$ cat config.mk
export PLATFORM = sky130hd
export DESIGN_NAME = cgra_conf_top
export DESIGN_NICKNAME = d
export VERILOG_FILES = /design/src/rtl/cgra_conf_pkg.sv /design/src/rtl/cgra_conf_top.sv /design/src/rtl/cgra_pe_conf_bank.sv /design/src/rtl/cgra_pe_conf_control.sv /design/src/rtl/cgra_conf_line_fetch.sv /design/src/rtl/cgra_conf_regs.sv
export VERILOG_INCLUDE_DIRS = /design/src /design/src/rtl
export SDC_FILE = /design/constraint.sdc
export NUM_CORES = 2
export LEC_CHECK = 0
export ABC_AREA = 1
export BUFFER_PORTS_ARGS = -buffer_cell sky130_fd_sc_hd__buf_4
export CORE_AREA = 2 2 344 346
export DETAILED_ROUTE_END_ITERATION = 16
export DIE_AREA = 0 0 346 348
export GPL_TIMING_DRIVEN = 0
export MAX_ROUTING_LAYER = met4
export PLACE_DENSITY = 0.67
export SYNTH_ARGS = -nofsm -noshare
export SYNTH_HDL_FRONTEND = slang
export SYNTH_HIERARCHICAL = 1
export SYNTH_SLANG_ARGS = --single-unit
$ cat constraint.sdc
create_clock -name clk -period 22 [get_ports clk]
set_clock_uncertainty 0.2 [all_clocks]
set_input_delay 1.1 -clock clk [delete_from_list [all_inputs] [get_ports clk]]
set_output_delay 1.1 -clock clk [all_outputs]
set_load 0.1 [all_outputs]
$ cat src/rtl/cgra_conf_consts.svh
`ifndef CGRA_CONF_CONSTS_SVH
`define CGRA_CONF_CONSTS_SVH

// Memory line and configuration word geometry.
`define CGRA_CL_WIDTH 512
`define CGRA_WORD_WIDTH 32
`define CGRA_WORDS_PER_CL 16

// PE bank size and the fields of one configuration word.
`define CGRA_NUM_PE 16
`define CGRA_PE_ID_WIDTH 5
`define CGRA_PE_CONF_WIDTH 16

// Address widths of the memory line port and the register block.
`define CGRA_ADDR_WIDTH 32
`define CGRA_CSR_ADDR_WIDTH 2

`endif
$ cat src/rtl/cgra_conf_pkg.sv
`default_nettype none

`include "cgra_conf_consts.svh"

package cgra_conf_pkg;

  // One configuration word as stored in a memory line, word k at bits 32k+31:32k.
  typedef struct packed {
    logic [`CGRA_PE_CONF_WIDTH-1:0] pe_conf;
    logic [`CGRA_WORD_WIDTH-`CGRA_PE_CONF_WIDTH-`CGRA_PE_ID_WIDTH-1:0] reserved;
    logic [`CGRA_PE_ID_WIDTH-1:0] pe_id;
  } conf_word_t;

  // One beat on the configuration bus between the controller and the PE bank.
  typedef struct packed {
    logic valid;
    logic [`CGRA_PE_ID_WIDTH-1:0] pe_id;
    logic [`CGRA_PE_CONF_WIDTH-1:0] pe_conf;
  } conf_bus_t;

  // One register access. Address 0 is the count, 1 the base line address,
  // 2 the control word (bit 0 starts a load) and 3 the status (done, busy).
  typedef struct packed {
    logic wr;
    logic rd;
    logic [`CGRA_CSR_ADDR_WIDTH-1:0] addr;
    logic [`CGRA_WORD_WIDTH-1:0] wdata;
  } csr_req_t;

endpackage

`default_nettype wire

$ cat src/rtl/cgra_conf_top.sv
`timescale 1ns/1ps
`default_nettype none

`include "cgra_conf_consts.svh"

module cgra_conf_top (
  input  wire                              clk,
  input  wire                              rst,
  input  wire cgra_conf_pkg::csr_req_t     csr,
  output logic [`CGRA_WORD_WIDTH-1:0]      csr_rdata,
  input  wire                              mem_ready,
  output logic                             mem_rd_en,
  output logic [`CGRA_ADDR_WIDTH-1:0]      mem_rd_addr,
  input  wire [`CGRA_CL_WIDTH-1:0]         mem_rd_data,
  input  wire                              mem_rd_valid,
  output logic [`CGRA_NUM_PE-1:0][`CGRA_PE_CONF_WIDTH-1:0] pe_conf
);

  import cgra_conf_pkg::*;

  logic start;
  logic done;
  logic [`CGRA_WORD_WIDTH-1:0] qtd_conf;
  logic [`CGRA_ADDR_WIDTH-1:0] base_addr;
  logic req_rd_data;
  logic available_read;
  logic [`CGRA_CL_WIDTH-1:0] rd_data;
  logic rd_data_valid;
  conf_bus_t conf_bus;

  cgra_conf_regs regs_i (
    .clk       (clk),
    .rst       (rst),
    .csr       (csr),
    .csr_rdata (csr_rdata),
    .done      (done),
    .start     (start),
    .qtd_conf  (qtd_conf),
    .base_addr (base_addr)
  );

  cgra_conf_line_fetch fetch_i (
    .clk            (clk),
    .rst            (rst),
    .start          (start),
    .base_addr      (base_addr),
    .req_rd_data    (req_rd_data),
    .available_read (available_read),
    .rd_data        (rd_data),
    .rd_data_valid  (rd_data_valid),
    .mem_ready      (mem_ready),
    .mem_rd_en      (mem_rd_en),
    .mem_rd_addr    (mem_rd_addr),
    .mem_rd_data    (mem_rd_data),
    .mem_rd_valid   (mem_rd_valid)
  );

  cgra_pe_conf_control control_i (
    .clk            (clk),
    .rst            (rst),
    .start          (start),
    .qtd_conf       (qtd_conf),
    .available_read (available_read),
    .req_rd_data    (req_rd_data),
    .rd_data        (rd_data),
    .rd_data_valid  (rd_data_valid),
    .conf_bus       (conf_bus),
    .done           (done)
  );

  cgra_pe_conf_bank bank_i (
    .clk      (clk),
    .rst      (rst),
    .conf_bus (conf_bus),
    .pe_conf  (pe_conf)
  );

endmodule

`default_nettype wire

$ cat src/rtl/cgra_pe_conf_bank.sv
`timescale 1ns/1ps
`default_nettype none

`include "cgra_conf_consts.svh"

module cgra_pe_conf_bank (
  input  wire                              clk,
  input  wire                              rst,
  input  wire cgra_conf_pkg::conf_bus_t    conf_bus,
  output logic [`CGRA_NUM_PE-1:0][`CGRA_PE_CONF_WIDTH-1:0] pe_conf
);

  logic [`CGRA_NUM_PE-1:0] pe_wr;

  // One-hot write select. Ids at or above the bank size match no entry
  // and the beat is dropped.
  always_comb begin
    pe_wr = '0;
    for (int i = 0; i < `CGRA_NUM_PE; i++) begin
      if (conf_bus.valid && (conf_bus.pe_id == i)) begin
        pe_wr[i] = 1'b1;
      end
    end
  end

  always_ff @(posedge clk) begin
    if (rst) begin
      pe_conf <= '0;
    end else begin
      for (int i = 0; i < `CGRA_NUM_PE; i++) begin
        if (pe_wr[i]) begin
          pe_conf[i] <= conf_bus.pe_conf;
        end
      end
    end
  end

endmodule

`default_nettype wire

$ cat src/rtl/cgra_pe_conf_control.sv
`timescale 1ns/1ps
`default_nettype none

`include "cgra_conf_consts.svh"

module cgra_pe_conf_control (
  input  wire                            clk,
  input  wire                            rst,
  input  wire                            start,
  input  wire [`CGRA_WORD_WIDTH-1:0]     qtd_conf,
  input  wire                            available_read,
  output logic                           req_rd_data,
  input  wire [`CGRA_CL_WIDTH-1:0]       rd_data,
  input  wire                            rd_data_valid,
  output cgra_conf_pkg::conf_bus_t       conf_bus,
  output logic                           done
);

  import cgra_conf_pkg::*;

  localparam int SLOT_W = $clog2(`CGRA_WORDS_PER_CL) + 1;
  localparam logic [SLOT_W-1:0] LINE_SLOTS = SLOT_W'(`CGRA_WORDS_PER_CL);

  localparam logic [2:0] ST_IDLE = 3'd0;
  localparam logic [2:0] ST_SEND = 3'd1;
  localparam logic [2:0] ST_REQ  = 3'd2;
  localparam logic [2:0] ST_WAIT = 3'd3;
  localparam logic [2:0] ST_DONE = 3'd4;

  logic [2:0] state;
  logic [`CGRA_WORD_WIDTH-1:0] conf_cnt;
  logic [SLOT_W-1:0] slot_cnt;
  logic [`CGRA_CL_WIDTH-1:0] conf_cl;
  conf_word_t cur_word;
  logic send_step;
  logic bus_valid;
  logic [`CGRA_PE_ID_WIDTH-1:0] bus_id;
  logic [`CGRA_PE_CONF_WIDTH-1:0] bus_conf;

  // The word to send next always sits at the bottom of the held line.
  assign cur_word = conf_cl[`CGRA_WORD_WIDTH-1:0];

  assign send_step = (state == ST_SEND) && (conf_cnt < qtd_conf) && (slot_cnt < LINE_SLOTS);

  always_ff @(posedge clk) begin
    if (rst) begin
      state       <= ST_IDLE;
      conf_cnt    <= '0;
      slot_cnt    <= LINE_SLOTS;
      req_rd_data <= 1'b0;
      bus_valid   <= 1'b0;
      done        <= 1'b0;
    end else begin
      req_rd_data <= 1'b0;
      bus_valid   <= send_step;
      case (state)
        ST_IDLE, ST_DONE: begin
          // A full slot count marks the line as used up, forcing a fetch.
          if (start) begin
            state    <= ST_SEND;
            conf_cnt <= '0;
            slot_cnt <= LINE_SLOTS;
            done     <= 1'b0;
          end
        end
        ST_SEND: begin
          if (conf_cnt >= qtd_conf) begin
            state <= ST_DONE;
            done  <= 1'b1;
          end else if (send_step) begin
            conf_cnt <= conf_cnt + 1'b1;
            slot_cnt <= slot_cnt + 1'b1;
          end else begin
            slot_cnt <= '0;
            state    <= ST_REQ;
          end
        end
        ST_REQ: begin
          if (available_read) begin
            req_rd_data <= 1'b1;
            state       <= ST_WAIT;
          end
        end
        ST_WAIT: begin
          if (rd_data_valid) begin
            state <= ST_SEND;
          end
        end
        default: begin
          state <= ST_IDLE;
        end
      endcase
    end
  end

  always_ff @(posedge clk) begin
    if ((state == ST_WAIT) && rd_data_valid) begin
      conf_cl <= rd_data;
    end else if (send_step) begin
      conf_cl <= conf_cl >> `CGRA_WORD_WIDTH;
    end
    if (send_step) begin
      bus_id   <= cur_word.pe_id;
      bus_conf <= cur_word.pe_conf;
    end
  end

  assign conf_bus = '{valid: bus_valid, pe_id: bus_id, pe_conf: bus_conf};

endmodule

`default_nettype wire

$ cat src/rtl/cgra_conf_line_fetch.sv
`timescale 1ns/1ps
`default_nettype none

`include "cgra_conf_consts.svh"

module cgra_conf_line_fetch (
  input  wire                            clk,
  input  wire                            rst,
  input  wire                            start,
  input  wire [`CGRA_ADDR_WIDTH-1:0]     base_addr,
  input  wire                            req_rd_data,
  output logic                           available_read,
  output logic [`CGRA_CL_WIDTH-1:0]      rd_data,
  output logic                           rd_data_valid,
  input  wire                            mem_ready,
  output logic                           mem_rd_en,
  output logic [`CGRA_ADDR_WIDTH-1:0]    mem_rd_addr,
  input  wire [`CGRA_CL_WIDTH-1:0]       mem_rd_data,
  input  wire                            mem_rd_valid
);

  // Lines already requested in the current run.
  logic [`CGRA_ADDR_WIDTH-1:0] line_cnt;
  logic outstanding;

  assign available_read = mem_ready && !outstanding;

  always_ff @(posedge clk) begin
    if (rst) begin
      line_cnt      <= '0;
      outstanding   <= 1'b0;
      mem_rd_en     <= 1'b0;
      rd_data_valid <= 1'b0;
    end else begin
      mem_rd_en     <= req_rd_data;
      rd_data_valid <= mem_rd_valid;
      if (start) begin
        line_cnt <= '0;
      end else if (req_rd_data) begin
        line_cnt <= line_cnt + 1'b1;
      end
      // Only one line is in flight at a time.
      if (req_rd_data) begin
        outstanding <= 1'b1;
      end else if (mem_rd_valid) begin
        outstanding <= 1'b0;
      end
    end
  end

  always_ff @(posedge clk) begin
    if (req_rd_data) begin
      mem_rd_addr <= base_addr + line_cnt;
    end
    if (mem_rd_valid) begin
      rd_data <= mem_rd_data;
    end
  end

endmodule

`default_nettype wire

$ cat src/rtl/cgra_conf_regs.sv
`timescale 1ns/1ps
`default_nettype none

`include "cgra_conf_consts.svh"

module cgra_conf_regs (
  input  wire                              clk,
  input  wire                              rst,
  input  wire cgra_conf_pkg::csr_req_t     csr,
  output logic [`CGRA_WORD_WIDTH-1:0]      csr_rdata,
  input  wire                              done,
  output logic                             start,
  output logic [`CGRA_WORD_WIDTH-1:0]      qtd_conf,
  output logic [`CGRA_ADDR_WIDTH-1:0]      base_addr
);

  localparam logic [`CGRA_CSR_ADDR_WIDTH-1:0] ADDR_COUNT  = 2'd0;
  localparam logic [`CGRA_CSR_ADDR_WIDTH-1:0] ADDR_BASE   = 2'd1;
  localparam logic [`CGRA_CSR_ADDR_WIDTH-1:0] ADDR_CTRL   = 2'd2;
  localparam logic [`CGRA_CSR_ADDR_WIDTH-1:0] ADDR_STATUS = 2'd3;

  logic busy;
  logic done_d;
  logic busy_flag;
  logic [`CGRA_WORD_WIDTH-1:0] status_word;

  always_ff @(posedge clk) begin
    if (rst) begin
      qtd_conf  <= '0;
      base_addr <= '0;
      start     <= 1'b0;
      busy      <= 1'b0;
      done_d    <= 1'b0;
    end else begin
      start  <= csr.wr && (csr.addr == ADDR_CTRL) && csr.wdata[0];
      done_d <= done;
      if (csr.wr && (csr.addr == ADDR_COUNT)) begin
        qtd_conf <= csr.wdata;
      end
      if (csr.wr && (csr.addr == ADDR_BASE)) begin
        base_addr <= csr.wdata;
      end
      // Busy ends on the rising edge of done, so a stale done from the
      // previous run does not clear it.
      if (start) begin
        busy <= 1'b1;
      end else if (done && !done_d) begin
        busy <= 1'b0;
      end
    end
  end

  // The start pulse counts as busy already, so a status read in the same
  // cycle shows the load as running.
  assign busy_flag = busy | start;

  always_comb begin
    status_word    = '0;
    status_word[0] = done;
    status_word[1] = busy_flag;
  end

  always_comb begin
    csr_rdata = '0;
    if (csr.rd) begin
      case (csr.addr)
        ADDR_COUNT:  csr_rdata = qtd_conf;
        ADDR_BASE:   csr_rdata = base_addr;
        ADDR_STATUS: csr_rdata = status_word;
        default:     csr_rdata = '0;
      endcase
    end
  end

endmodule

`default_nettype wire

==> results.tsv <==
metric	value	unit
min-delay worst type	flop to flop	
Worst VDD drop	0.0688	mV
critical path peak fanout	67	
syn avg cell area	8.78	um^2
H-tree depth	3	
latest clock arrival within the worst-skew pair	0.73	ns
die area	120000	um^2
clock sinks	1126	
Final Power	4490	uW
Final Cycle Share	22.8	%
RSZ-0062 raised after global routing	no	
setup TNS	0	ns
Syn-to-layout area delta	23.2	%
Yosys Warn Count	6	
slew margin rel.	25.4	%
clk root buf	clkbuf_16	
Arr. time, crit path	5.19	ns
R2R Setup Slk	16.99	ns
Die Span Y	348	um
Critical Path End Type	flop	
Site Rows	126	
Netlist Area Pre-Place	48300	um^2
highest clock rate	200	MHz
post-CTS setup buffers	0	
global-route wire length before repair	214	mm
P_leak	0.0264	uW
vias in the first global route	36200	
Routed wire per std cell	18.0	um
DP Wirelength	108	mm
Final nets	6947	
total nets after synthesis	6124	
CP startpoint kind	flop	
required time worst endpoint	22.19	ns
# port buffers	695	
largest net degree at the start of global routing	105	
R2R depth	12	
cells after synthesis	5505	
DP Area	55700	um^2
launch point of the worst reg-to-reg path	control_i/conf_cnt[23]	
Setup crit start	control_i/conf_cnt[23]	
final instance area	59500	um^2
initial drt markers	3041	
share of cells above drive strength 1	16.2	%
DRT Wirelength	143	mm
die width	346	um
Post-route DRC	0	
routed vias	38300	
TritonCTS buffer count	118	
GRT Resource Usage Total	23.8	%
status	finished, final reports clean	
minimum clock period	5.01	ns
Max clock buf depth	3	
DRT Pass-1 Iters	12	
Least-Margin Pin Slew	1.12	ns
post_cts resized	0	
IO Pins	873	
DR vias/cell	4.80	
core area	117000	um^2
Worst Setup EP	control_i/conf_cl[16]	
DRT antenna net count	0	
Final Hold Vio Count	0	
total grt overflow	0	
number of max-cap violations	0	
Setup CP Type	flop to flop	
max-slew violation count	0	
Post-CTS Hold Fix Bufs	0	
TritonCTS clock tree	built	
antenna violations before repair	9	
Min Hold Slack	0.204	ns
Power Dens Cells	75.3	nW/um^2
Initial Utilization	41.3	%
final setup vio count	0	
R2R Path End	control_i/conf_cl[16]	
Clk pin slew, worst setup/hold paths	0.06	ns
Placer Congestion	0.945	
stage by stage:
step | util [%] | cells | worst slack (ns)
global route | 50.9 | 7971 | 16.68
global placement | 47.4 | 7736 | 7.82
floorplan | - | 5505 | 12.53
finish | 50.9 | 7971 | 16.99
CTS | 50.9 | 7962 | 16.86
detailed placement | 47.6 | 7744 | 16.89
routing by layer:
layer | vias up | GRT usage [%] | wire (um)
met1 | 17600 | 30.2 | 61000
met5 | - | - | 0
met4 | 0 | 8.67 | 5330
met2 | 1440 | 38.5 | 67100
li1 | 18900 | - | -
met3 | 265 | 4.09 | 9760
worst max-delay path, stage by stage (launching register included):
cell and delay (ns):
dfxtp_1 0.54, ha_1 0.32, a21o_1 0.19, nor2_1 0.10, a21oi_1 0.08, nor2_2 0.26
nand4_1 0.47, nand2_4 0.71, buf_16 0.38, buf_16 0.28, buf_16 0.31, buf_16 0.30
buf_16 0.33
power breakdown:
group | switching, uW | internal, uW | leakage [uW]
combinational | 108 | 77.9 | 0.0146
clock | 852 | 1120 | 0.00185
sequential | 25.9 | 2300 | 0.00998
total | 987 | 3500 | 0.0264
worst min-delay path by stage:
stage	startpoint	to	slack (ns)	cells after the start
floorplan	control_i/conf_cl[16]	control_i/bus_conf[0]	0.20	0
CTS	control_i/conf_cl[16]	control_i/bus_conf[0]	0.21	0
detailed placement	control_i/conf_cl[16]	control_i/bus_conf[0]	0.21	0
global placement	control_i/conf_cl[23]	control_i/bus_conf[7]	0.20	0
finish	control_i/conf_cl[25]	control_i/bus_conf[9]	0.20	0
global route	control_i/conf_cl[25]	control_i/bus_conf[9]	0.21	0
flip-flops by register name, indices dropped and copies added, names as in the netlist:
signal	count
control_i/bus_id	5
control_i/bus_conf	16
control_i/slot_cnt	5
control_i/done	1
regs_i/start	1
control_i/conf_cnt	32
control_i/state	3
fetch_i/mem_rd_en	1
regs_i/base_addr	32
fetch_i/rd_data_valid	1
regs_i/done_d	1
control_i/conf_cl	336
fetch_i/mem_rd_addr	32
fetch_i/line_cnt	32
regs_i/qtd_conf	32
fetch_i/outstanding	1
regs_i/busy	1
bank_i/pe_conf	256
control_i/req_rd_data	1
fetch_i/rd_data	336
control_i/bus_valid	1
placed cells by master (no fill, tap or decap), types with 11 or more instances in the layout:
cell,count
clkinv_1,30
nor3_1,32
a21oi_1,125
edfxtp_1,725
ha_1,66
buf_2,88
nand3_1,362
buf_4,707
nand4_1,48
nand2_1,2040
nor2_1,585
clkbuf_16,119
clkinv_2,11
inv_1,712
inv_2,23
clkbuf_1,131
dfxtp_1,400
xor2_1,18
nor2_2,17
o21ai_0,13
nand3b_1,31
buf_1,32
area by class of cell:
| class | instances | area [um^2] |
|---|---|---|
| clock buffers | 154 | 3200 |
| clock inverters | 64 | 616 |
| plain buffers | 238 | 1050 |
| flip-flops and latches | 1126 | 29800 |
| inverters | 737 | 2770 |
| diodes | 9 | 22.5 |
| well taps | 1536 | 1920 |
| repair buffers | 703 | 5450 |
| multi-input cells | 3404 | 14700 |
| fillers | 10800 | 57400 |
No activity file was read; power rests on OpenSTA's default activity.
